==> config.mk <==
export PLATFORM = sky130hd
export DESIGN_NAME = la_top
export DESIGN_NICKNAME = d
export VERILOG_FILES = /design/src/la_pkg.sv /design/src/la_regs.sv /design/src/la_trigger.sv /design/src/la_source_select.sv /design/src/la_channel.sv /design/src/la_readout.sv /design/src/la_top.sv
export SDC_FILE = /design/constraint.sdc
export NUM_CORES = 1
export LEC_CHECK = 0
export ABC_AREA = 0
export BUFFER_PORTS_ARGS = -buffer_cell sky130_fd_sc_hd__buf_4
export CAP_MARGIN = 20
export CORE_UTILIZATION = 30
export DETAILED_ROUTE_END_ITERATION = 6
export PLACE_DENSITY = 0.42
export SYNTH_ARGS = -nofsm -noshare
export SYNTH_HDL_FRONTEND = slang
export SYNTH_SLANG_ARGS = --single-unit
==> constraint.sdc <==
create_clock -name observer_clk -period 4.4 [get_ports observer_clk]
set_input_delay 0.44 -clock observer_clk [delete_from_list [all_inputs] [get_ports observer_clk]]
set_output_delay 0.44 -clock observer_clk [all_outputs]
set_load 0.05 [all_outputs]
==> src/la_pkg.sv <==
package la_pkg;

   // Fixed channel count of the analyzer
   localparam int N_CHANNELS = 9;

   // Widest capture word supported by the fallback readout pattern
   localparam int MAX_DEPTH = 1024;

   // Trigger sources, other codes never fire
   typedef enum logic [2:0] {
      TRIG_EXTERNAL = 3'd0,
      TRIG_DEBUG    = 3'd1,
      TRIG_MANUAL   = 3'd2
   } la_trig_src_t;

   // Capture groups, other codes select the pattern
   typedef enum logic [2:0] {
      GROUP_USER_IO = 3'd0,
      GROUP_DEBUG   = 3'd1,
      GROUP_TRACE   = 3'd2
   } la_group_t;

   // Host register map
   typedef enum logic [7:0] {
      REG_CAPTURE_GROUP  = 8'd0,
      REG_STATUS         = 8'd1,
      REG_TRIGGER_SOURCE = 8'd2,
      REG_READ_SELECT    = 8'd3,
      REG_CAPTURE_DEPTH  = 8'd4,
      REG_MANUAL_CAPTURE = 8'd5
   } la_reg_addr_t;

   // Even channels high, odd channels low
   localparam logic [N_CHANNELS-1:0] PATTERN_BITS = 9'b1_0101_0101;

   // Returned for a read select past the last channel, sliced to the capture depth
   localparam logic [MAX_DEPTH-1:0] BAD_SELECT_PATTERN = ~MAX_DEPTH'(2'b11);

endpackage

==> src/la_regs.sv <==
`timescale 1ns/1ns

module la_regs import la_pkg::*; #(
   parameter int CAPTURE_DEPTH = 32,
   parameter int BYTECNT_WIDTH = 7
) (
   input  logic                     observer_clk,
   input  logic                     reset,
   input  logic [7:0]               reg_address,
   input  logic [BYTECNT_WIDTH-1:0] reg_bytecnt,
   input  logic [7:0]               reg_datai,
   input  logic                     reg_read,
   input  logic                     reg_write,
   input  logic                     capturing,
   input  logic [7:0]               read_byte,
   output logic [7:0]               reg_datao,
   output la_trig_src_t             trigger_source,
   output la_group_t                capture_group,
   output logic [3:0]               read_select,
   output logic                     manual_capture
);

   // Depth as a plain word so the host can fetch it bytewise
   localparam logic [31:0] DEPTH_WORD = CAPTURE_DEPTH;

   la_reg_addr_t addr;
   logic [7:0]   depth_byte;

   assign addr = la_reg_addr_t'(reg_address);

   // Shifting keeps out-of-range byte counts at zero
   assign depth_byte = 8'(DEPTH_WORD >> {reg_bytecnt, 3'b000});

   // Control registers, each write trimmed to its own width
   always_ff @(posedge observer_clk) begin
      if (reset) begin
         trigger_source <= TRIG_EXTERNAL;
         capture_group  <= GROUP_USER_IO;
         read_select    <= 4'd0;
         manual_capture <= 1'b0;
      end else if (reg_write) begin
         case (addr)
            REG_TRIGGER_SOURCE: trigger_source <= la_trig_src_t'(reg_datai[2:0]);
            REG_CAPTURE_GROUP:  capture_group  <= la_group_t'(reg_datai[2:0]);
            REG_READ_SELECT:    read_select    <= reg_datai[3:0];
            REG_MANUAL_CAPTURE: manual_capture <= reg_datai[0];
            default: ; // Status and depth are read-only
         endcase
      end
   end

   // Read data, zero whenever the host is not reading
   always_comb begin
      reg_datao = 8'd0;
      if (reg_read) begin
         case (addr)
            REG_CAPTURE_GROUP:  reg_datao = {5'd0, capture_group};
            REG_STATUS:         reg_datao = {7'd0, capturing};
            REG_TRIGGER_SOURCE: reg_datao = {5'd0, trigger_source};
            REG_READ_SELECT:    reg_datao = read_byte;
            REG_CAPTURE_DEPTH:  reg_datao = depth_byte;
            REG_MANUAL_CAPTURE: reg_datao = {7'd0, manual_capture};
            default:            reg_datao = 8'd0;
         endcase
      end
   end

endmodule

==> src/la_trigger.sv <==
`timescale 1ns/1ns

module la_trigger import la_pkg::*; #(
   parameter int CAPTURE_DEPTH = 32
) (
   input  logic         observer_clk,
   input  logic         reset,
   input  la_trig_src_t trigger_source,
   input  logic         ext_trigger,
   input  logic         debug_trigger,
   input  logic         manual_capture,
   output logic         capture_go,
   output logic         capturing
);

   localparam int CNT_WIDTH = $clog2(CAPTURE_DEPTH);

   logic                 trig_async;
   logic [1:0]           trig_sync;   // Two-stage synchronizer
   logic                 trig_r;
   logic                 trig_r2;
   logic [CNT_WIDTH-1:0] sample_count;

   always_comb begin
      case (trigger_source)
         TRIG_EXTERNAL: trig_async = ext_trigger;
         TRIG_DEBUG:    trig_async = debug_trigger;
         TRIG_MANUAL:   trig_async = manual_capture;
         default:       trig_async = 1'b0; // No trigger
      endcase
   end

   always_ff @(posedge observer_clk) begin
      if (reset) begin
         trig_sync <= 2'b00;
         trig_r    <= 1'b0;
         trig_r2   <= 1'b0;
      end else begin
         {trig_r2, trig_r, trig_sync} <= {trig_r, trig_sync, trig_async};
      end
   end

   assign capture_go = trig_r & ~trig_r2; // Rising edge only

   // A fresh trigger restarts the capture window
   always_ff @(posedge observer_clk) begin
      if (reset) begin
         sample_count <= '0;
         capturing    <= 1'b0;
      end else if (capture_go) begin
         sample_count <= '0;
         capturing    <= 1'b1;
      end else if (capturing) begin
         if (sample_count < CNT_WIDTH'(CAPTURE_DEPTH - 1))
            sample_count <= sample_count + 1'b1;
         else
            capturing <= 1'b0; // Window done
      end
   end

endmodule

==> src/la_source_select.sv <==
`timescale 1ns/1ns

module la_source_select import la_pkg::*; (
   input  logic                  observer_clk,
   input  la_group_t             capture_group,
   input  logic [7:0]            user_io,
   input  logic                  user_io_clk,
   input  logic [8:0]            debug_bus,
   input  logic [7:0]            trace_data,
   input  logic                  trace_clk,
   output logic [N_CHANNELS-1:0] sample_bits
);

   // One register stage between the probes and the channels.
   // In the real groups the last channel carries that group's clock.
   always_ff @(posedge observer_clk) begin
      case (capture_group)
         GROUP_USER_IO: sample_bits <= {user_io_clk, user_io};
         GROUP_DEBUG:   sample_bits <= debug_bus;
         GROUP_TRACE:   sample_bits <= {trace_clk, trace_data};
         default:       sample_bits <= PATTERN_BITS; // Unused group
      endcase
   end

endmodule

==> src/la_channel.sv <==
`timescale 1ns/1ns

module la_channel #(
   parameter int CAPTURE_DEPTH = 32
) (
   input  logic                     observer_clk,
   input  logic                     reset,
   input  logic                     capture_go,
   input  logic                     capturing,
   input  logic                     sample,
   output logic [CAPTURE_DEPTH-1:0] channel_data
);

   // New samples enter at the top, so the oldest ends up in bit 0
   always_ff @(posedge observer_clk) begin
      if (reset) begin
         channel_data <= '0;
      end else if (capture_go) begin
         channel_data <= {sample, {(CAPTURE_DEPTH-1){1'b0}}}; // First sample
      end else if (capturing) begin
         channel_data <= {sample, channel_data[CAPTURE_DEPTH-1:1]};
      end
   end

endmodule

==> src/la_readout.sv <==
`timescale 1ns/1ns

module la_readout import la_pkg::*; #(
   parameter int CAPTURE_DEPTH = 32,
   parameter int BYTECNT_WIDTH = 7
) (
   input  logic                     observer_clk,
   input  logic [3:0]               read_select,
   input  logic [BYTECNT_WIDTH-1:0] reg_bytecnt,
   input  logic [CAPTURE_DEPTH-1:0] channel_data [N_CHANNELS],
   output logic [7:0]               read_byte
);

   logic [CAPTURE_DEPTH-1:0] read_word;

   // Selected channel, or a recognizable filler past the last one
   always_ff @(posedge observer_clk) begin
      if (read_select < 4'(N_CHANNELS))
         read_word <= channel_data[read_select];
      else
         read_word <= BAD_SELECT_PATTERN[CAPTURE_DEPTH-1:0];
   end

   // Byte 0 holds the oldest samples
   assign read_byte = 8'(read_word >> {reg_bytecnt, 3'b000});

endmodule

==> src/la_top.sv <==
`timescale 1ns/1ns

module la_top import la_pkg::*; #(
   parameter int CAPTURE_DEPTH = 32,
   parameter int BYTECNT_WIDTH = 7
) (
   input  logic                     observer_clk,
   input  logic                     reset,
   // Host register port
   input  logic [7:0]               reg_address,
   input  logic [BYTECNT_WIDTH-1:0] reg_bytecnt,
   input  logic [7:0]               reg_datai,
   output logic [7:0]               reg_datao,
   input  logic                     reg_read,
   input  logic                     reg_write,
   // Probes, all asynchronous
   input  logic [7:0]               user_io,
   input  logic                     user_io_clk,
   input  logic [8:0]               debug_bus,
   input  logic [7:0]               trace_data,
   input  logic                     trace_clk,
   input  logic                     ext_trigger
);

   la_trig_src_t             trigger_source;
   la_group_t                capture_group;
   logic [3:0]               read_select;
   logic                     manual_capture;
   logic                     capture_go;
   logic                     capturing;
   logic [N_CHANNELS-1:0]    sample_bits;
   logic [CAPTURE_DEPTH-1:0] channel_data [N_CHANNELS];
   logic [7:0]               read_byte;

   la_regs #(
      .CAPTURE_DEPTH  (CAPTURE_DEPTH),
      .BYTECNT_WIDTH  (BYTECNT_WIDTH)
   ) u_regs (
      .observer_clk   (observer_clk),
      .reset          (reset),
      .reg_address    (reg_address),
      .reg_bytecnt    (reg_bytecnt),
      .reg_datai      (reg_datai),
      .reg_read       (reg_read),
      .reg_write      (reg_write),
      .capturing      (capturing),
      .read_byte      (read_byte),
      .reg_datao      (reg_datao),
      .trigger_source (trigger_source),
      .capture_group  (capture_group),
      .read_select    (read_select),
      .manual_capture (manual_capture)
   );

   la_trigger #(
      .CAPTURE_DEPTH  (CAPTURE_DEPTH)
   ) u_trigger (
      .observer_clk   (observer_clk),
      .reset          (reset),
      .trigger_source (trigger_source),
      .ext_trigger    (ext_trigger),
      .debug_trigger  (debug_bus[0]), // Debug bit 0 doubles as a trigger
      .manual_capture (manual_capture),
      .capture_go     (capture_go),
      .capturing      (capturing)
   );

   la_source_select u_source_select (
      .observer_clk   (observer_clk),
      .capture_group  (capture_group),
      .user_io        (user_io),
      .user_io_clk    (user_io_clk),
      .debug_bus      (debug_bus),
      .trace_data     (trace_data),
      .trace_clk      (trace_clk),
      .sample_bits    (sample_bits)
   );

   for (genvar k = 0; k < N_CHANNELS; k++) begin : g_channel
      la_channel #(
         .CAPTURE_DEPTH (CAPTURE_DEPTH)
      ) u_channel (
         .observer_clk  (observer_clk),
         .reset         (reset),
         .capture_go    (capture_go),
         .capturing     (capturing),
         .sample        (sample_bits[k]),
         .channel_data  (channel_data[k])
      );
   end

   la_readout #(
      .CAPTURE_DEPTH  (CAPTURE_DEPTH),
      .BYTECNT_WIDTH  (BYTECNT_WIDTH)
   ) u_readout (
      .observer_clk   (observer_clk),
      .read_select    (read_select),
      .reg_bytecnt    (reg_bytecnt),
      .channel_data   (channel_data),
      .read_byte      (read_byte)
   );

endmodule

# Word level (Yosys, flattened, before mapping)
# Cells that the tools add are included.
dict set report totals {
  regBits 350
  latch_bits 0
  ram_bits 0
  rom_bits 0
  out_inout_bits 8
  n_memories 0
}
dict set report op_classes {
  n_addsub 1
  mul 0
  div 0
  n_lt_le_gt_ge 3
  eq_ne 9
  shift 2
  n_mux 28
  n_bitwise 3
  reduce_logical 10
}
# cell n
set op_table {}
lappend op_table {{$mux W32} 20}
lappend op_table {{$bmux W32 S4} 1}
lappend op_table {{$pmux W8 S6} 1}
lappend op_table {{$shr A32 B10 Y8} 1}
lappend op_table {{$pmux W9 S3} 1}
lappend op_table {{$eq A8 B2 Y1 const B} 2}
lappend op_table {{$eq A8 B3 Y1 const B} 2}
lappend op_table {{$reduce_and A2 Y1} 5}
lappend op_table {{$shr A6 B10 Y8 const A} 1}
lappend op_table {{$eq A8 B1 Y1 const B} 1}
lappend op_table {{$logic_not A8 Y1} 1}
lappend op_table {{$mux W8} 1}
lappend op_table {{$eq A3 B1 Y1 const B} 2}
lappend op_table {{$eq A3 B2 Y1 const B} 2}
lappend op_table {{$logic_not A3 Y1} 2}
lappend op_table {{$add A5 B1 Y5 const B} 1}
lappend op_table {{$ge A5 B5 Y1 const B} 1}
lappend op_table {{$lt A5 B5 Y1 const B} 1}
lappend op_table {{$not A4 Y5} 1}
lappend op_table {{$lt A4 B4 Y1 const B} 1}
lappend op_table {{$mux W1} 3}
lappend op_table {{$pmux W1 S3} 1}
lappend op_table {{$reduce_bool A2 Y1} 1}
lappend op_table {{$reduce_or A2 Y1} 1}
lappend op_table {{other kinds (2)} 2}

# Depth between registers and ports, before layout
dict set report depth {
  depth_word 4
  ltp_mapped 6
}

# Cells and area by module
# From an unflattened synthesis, not the netlist that was laid out.
dict set report hier_totals {
  cells_unflattened 1443
  area_unflattened_um2 15329.7
}
# mod instances cells_per_inst area_per_inst_um2 seq_area_each_um2
set modules_own_cells {}
lappend modules_own_cells {la_channel 9 106 1164.9 640.6}
lappend modules_own_cells {la_readout 1 322 3271.9 640.6}
lappend modules_own_cells {la_regs 1 78 708.2 220.2}
lappend modules_own_cells {la_source_select 1 45 456.7 180.2}
lappend modules_own_cells {la_trigger 1 44 409.1 200.2}

# Least setup slack after synthesis
# OpenSTA, ideal clock, no wires.
dict set report synth_timing {
  path_kind {in2out}
  start {in reg_bytecnt[3]}
  end {out reg_datao[0]}
  t_arrival_ns 2.134
  t_required_ns 3.960
  slack_ns 1.826
  stages 4
  cell_sequence {or4_1 -> nand4bb_1 -> nand2b_1 -> a31oi_1}
}
dict set report synth_between {
  elab_chain_len 3
  word_cells_on_any_way 4
}
# item line
set synth_lines {}
lappend synth_lines {{from (decl)} la_top.sv:11} ;# input logic [BYTECNT_WIDTH-1:0] reg_bytecnt,
lappend synth_lines {{$shr A32 B10 Y8 or $shr A6 B10 Y8 (tied branches)} {la_readout.sv:25, la_regs.sv:32}}
lappend synth_lines {{$pmux W8 S6 (*)} la_regs.sv:56} ;# case (addr)
lappend synth_lines {{$mux W8 (*)} la_regs.sv:55} ;# if (reg_read) begin
lappend synth_lines {{to (decl)} la_top.sv:13} ;# output logic [7:0] reg_datao,
# Mark *: on every way between the ends. The rest lies on a longest branch, timed or not.

# Worst setup path in the final report
dict set report layout_timing {
  start {reg u_regs.read_select[0]}
  end {reg u_readout.read_word[0]}
}
dict set report layout_between {
  elab_chain_len 4
  word_cells_on_any_way 5
}
# item line
set layout_lines {}
lappend layout_lines {{from (decl)} la_regs.sv:19} ;# output logic [3:0] read_select,
lappend layout_lines {{from (signal assigned)} la_regs.sv:45} ;# REG_READ_SELECT: read_select <= reg_datai[3:0];
lappend layout_lines {{$not A4 Y5 (implied by the code)} la_readout.sv:19} ;# read_word <= channel_data[read_select];
lappend layout_lines {{$bmux W32 S4} la_readout.sv:19}
lappend layout_lines {{$mux W32 (implied by the code) (2 in series)} la_readout.sv:19}
lappend layout_lines {{to (signal assigned)} la_readout.sv:19}
lappend layout_lines {{to (signal assigned)} la_readout.sv:21} ;# read_word <= BAD_SELECT_PATTERN[CAPTURE_DEPTH-1:0];
lappend layout_lines {{to (decl)} la_readout.sv:14} ;# logic [CAPTURE_DEPTH-1:0] read_word;
# Parallel ways exist; a longest one is shown, timed or not. The select of a mux whose other input is x is not followed.
# A chain may end at the register's enable or synchronous reset.

==> results.py <==
metrics = {
    "synthesis": {
        "synth_flop_cell": "dfxtp_1",
        "syn_nets": 1377,
        "yosys_warnings": 0,
        "synth_edf_count": 0,
        "synth.most_common_cell": "nor2_1",
        "synth_top_area_cell": "dfxtp_1",
        "synthDistinctLibCells": 34,
        "yosysSeqAreaShare_pct": 48.8,
        "synthTopCellsByArea": "dfxtp_1 49%, mux2i_1 21%, mux4_2 11%, nor2_1 9.8%, buf_2 2.2%",
        "ys_ff_latch": 350,
        "syn_avg_cell_area_um2": 10.9,
        "synth_top_area_share_pct": 48.8,
        "synth_common_cells": "375 x nor2_1, 350 x dfxtp_1, 308 x mux2i_1, 72 x mux4_2, 64 x buf_2",
        "syn_inst": 1321,
        "synth.cell_area_um2": 14400,
        "async_reset_ff_share_pct": 0,
    },
    "timing": {
        "slew-limit-headroom_pct": 29.5,
        "setup_tns_ns": 0,
        "post-route-period-util_pct": 55.7,
        "min_period_ns": 2.45,
        "fmax_mhz": 408,
        "drv_slew": 0,
        "setup_viol": 0,
        "hold_violations": 0,
        "worst_slew_pin_slew_ns": 1.06,
        "clock_skew_ns": 0.0182,
        "rsz0062_at_grt": "false",
    },
    "outcome": {
        "status": "finished with violations",
        "failed_checks": "DRC",
    },
    "critical_path": {
        "crit_path_end": "u_readout.read_word[0]$_SDFF_PP0_",
        "rr_worst_depth": 4,
        "timing.rr.start": "u_regs.read_select[0]$_SDFFE_PP0P_",
        "rrSetupSlack_ns": 1.95,
        "worstPathCellList": "buf_4 > mux4_2 > mux2i_1 > o22ai_1",
        "crit_path_end_kind": "register",
        "cp.required_ns": 4.79,
        "crit_type": "reg2reg",
        "worstSetupStartpointType": "register",
        "startpoint": "u_regs.read_select[0]$_SDFFE_PP0P_",
        "crit_fanout": 38,
        "cp_slowest_cell": "dfxtp_4",
        "r2r-end": "u_readout.read_word[0]$_SDFF_PP0_",
        "crit_arrival_ns": 2.85,
        "critPathMaxStageDelay_ns": 0.89,
    },
    "clock_tree": {
        "cts_tree": "built",
        "cts_resized": 0,
        "ctsHoldBuffers": 0,
        "numCtsBuffers": 40,
        "path_clk_slew_ns": 0.06,
        "cts_num_sinks": 350,
        "cts_setup_buffers": 0,
        "cts_buffer_depth": 3,
        "cts.root.buffer_cell": "clkbuf_16",
        "htreeDepth": 2,
        "clkLatencyLatePin_ns": 0.55,
    },
    "final_layout": {
        "fin_cells": 1963,
        "final_area_um2": 16500,
        "area_growth_syn_to_layout_pct": 14.6,
        "nets": 1389,
        "n_antenna_cell": 0,
        "drive_gt1_share_pct": 15.3,
    },
    "die": {
        "core_area_um2": 46900,
        "fp.dieArea_um2": 48800,
        "io_pins": 63,
        "die_h_um": 221,
        "dieWidth_um": 221,
        "start_util_pct": 30.7,
        "rows": 79,
    },
    "route": {
        "vias": 9210,
        "postRouteAntennaNets": 0,
        "wl_um": 32800,
        "drc": 4,
        "vias_per_cell": 4.69,
        "dr.pass1.iters": 6,
        "wire_per_inst_um": 16.7,
        "drtIter0Drc": 546,
    },
    "worst_hold_path": {
        "hp-start": "reg_datai[3]",
        "hp-class": "in2reg",
    },
    "placement": {
        "placed_area_um2": 15200,
        "gp_congestion": 0.729,
        "portBuffers": 58,
        "hpwl_um": 20500,
        "dp_cells": 1898,
    },
    "grt": {
        "grt_usage_pct": 13.6,
        "grt_pass1_vias": 9220,
        "grt_antenna_before_repair": 1,
        "grt-ovfl-total": 0,
        "grt_first_pass_wirelength_um": 53200,
        "grt_max_degree": 110,
    },
    "power_and_ir_drop": {
        "power.density_nw_per_um2": 400,
        "ir_drop_uv": 224,
        "leakage_nw": 5.79,
    },
    "run": {
        "maxCapViolCount": 0,
    },
}
cells in the final DEF (no fill, tap or decap), types with 2 or more instances in the layout:
cell type | Yosys | layout
nand4b_1 | 2 | 2
mux2i_1 | 308 | 308
o22ai_1 | 39 | 39
nand2b_1 | 10 | 8
clkinv_1 | 0 | 6
and2_1 | 3 | 3
nand2_1 | 3 | 3
a31oi_1 | 3 | 3
o21ai_0 | 2 | 2
buf_12 | 0 | 4
nor2b_1 | 9 | 9
mux2_2 | 6 | 6
clkinv_2 | 0 | 6
and3_1 | 2 | 2
clkbuf_8 | 0 | 5
nor2_1 | 375 | 375
mux4_2 | 72 | 72
clkbuf_16 | 0 | 41
nand4_1 | 3 | 3
clkbuf_1 | 27 | 5
bufinv_16 | 0 | 2
a21oi_1 | 8 | 8
buf_4 | 6 | 64
nand3_1 | 5 | 5
xor2_1 | 3 | 3
inv_1 | 5 | 5
dfxtp_1 | 350 | 347
dfxtp_4 | 0 | 3
nor3_1 | 5 | 5
critical path: cells and delay by family, from the launching register on:
kind,cells,cell delay (ns)
buffers and inverters,1,0.52
AO/OA/AOI/OAI,1,0.11
flip-flops,1,0.89
multiplexers,2,0.75
state kept, by name, summed over array words and instances (netlist names):
register / flops
g_channel.u_channel.channel_data: 288
u_readout.read_word: 32
u_trigger.capturing: 1
u_regs.trigger_source: 3
u_trigger.trig_r2: 1
u_regs.capture_group: 3
u_regs.manual_capture: 1
u_trigger.trig_sync: 2
u_source_select.sample_bits: 9
u_trigger.sample_count: 5
u_regs.read_select: 4
u_trigger.trig_r: 1
cells by family (layout without fill, tap and decap cells):
logic type	count (synthesis)	in the layout	share of synthesized area [%]
and+or+nand+nor	425	425	12.1
muxes	386	386	33.2
DFF	350	350	48.8
buffers and inverters	103	138	3.40
AOI/OAI and AO/OA	53	53	2.23
xor gates and xnor gates	3	3	0.183
adders and majority gates	1	1	0.0871
area by class of cell:
class                   count  area, um2
clock buffers              51       1110
clock inverters            14        113
fillers                  4698      30400
inverters                   5       18.8
multi-input cells         868       6880
flip-flops and latches    350       7020
well taps                 607        759
repair buffers             68        561
power breakdown:
part	switching (W)	internal [W]	leakage (nW)
clock	0.00129	0.00188	0.608
sequential	0.0000102	0.00318	2.82
combinational	0.000132	0.0000937	2.36
total	0.00143	0.00516	5.79
worst min path at each step:
stage	cells past startpoint	slack [ns]	end
final	3	0.14	u_regs.read_select[3]$_SDFFE_PP0P_
after global routing	3	0.12	u_regs.read_select[3]$_SDFFE_PP0P_
after detailed placement	1	0.43	u_trigger.trig_r$_SDFF_PP0_
after floorplan	1	0.41	u_trigger.trig_r$_SDFF_PP0_
after global placement	1	0.43	u_trigger.trig_sync[1]$_SDFF_PP0_
after CTS	3	0.11	u_regs.read_select[3]$_SDFFE_PP0P_
per-layer routing:
| layer | vias up | routed length (um) | GRT usage, % |
|---|---|---|---|
| li1 | 4646 | - | - |
| met1 | 4421 | 16200 | 18.8 |
| met2 | 96 | 14900 | 21.1 |
| met3 | 47 | 954 | 2.34 |
| met4 | 0 | 766 | 4.94 |
| met5 | - | 0 | 0 |
through the flow:
stage | hold slack, ns | utilization, % | setup slack (ns) | power, W
2_1_floorplan | 0.414 | - | 1.83 | 0.00341
3_3_place_gp | 0.434 | 32.5 | 1.84 | 0.00349
3_5_place_dp | 0.430 | 32.5 | 1.83 | 0.00349
4_1_cts | 0.106 | 35.1 | 1.82 | 0.00673
5_1_grt | 0.122 | 35.1 | 1.70 | 0.00687
6_report | 0.141 | 35.1 | 1.95 | 0.00659
Note: power is estimated with default switching activity, not from simulation.
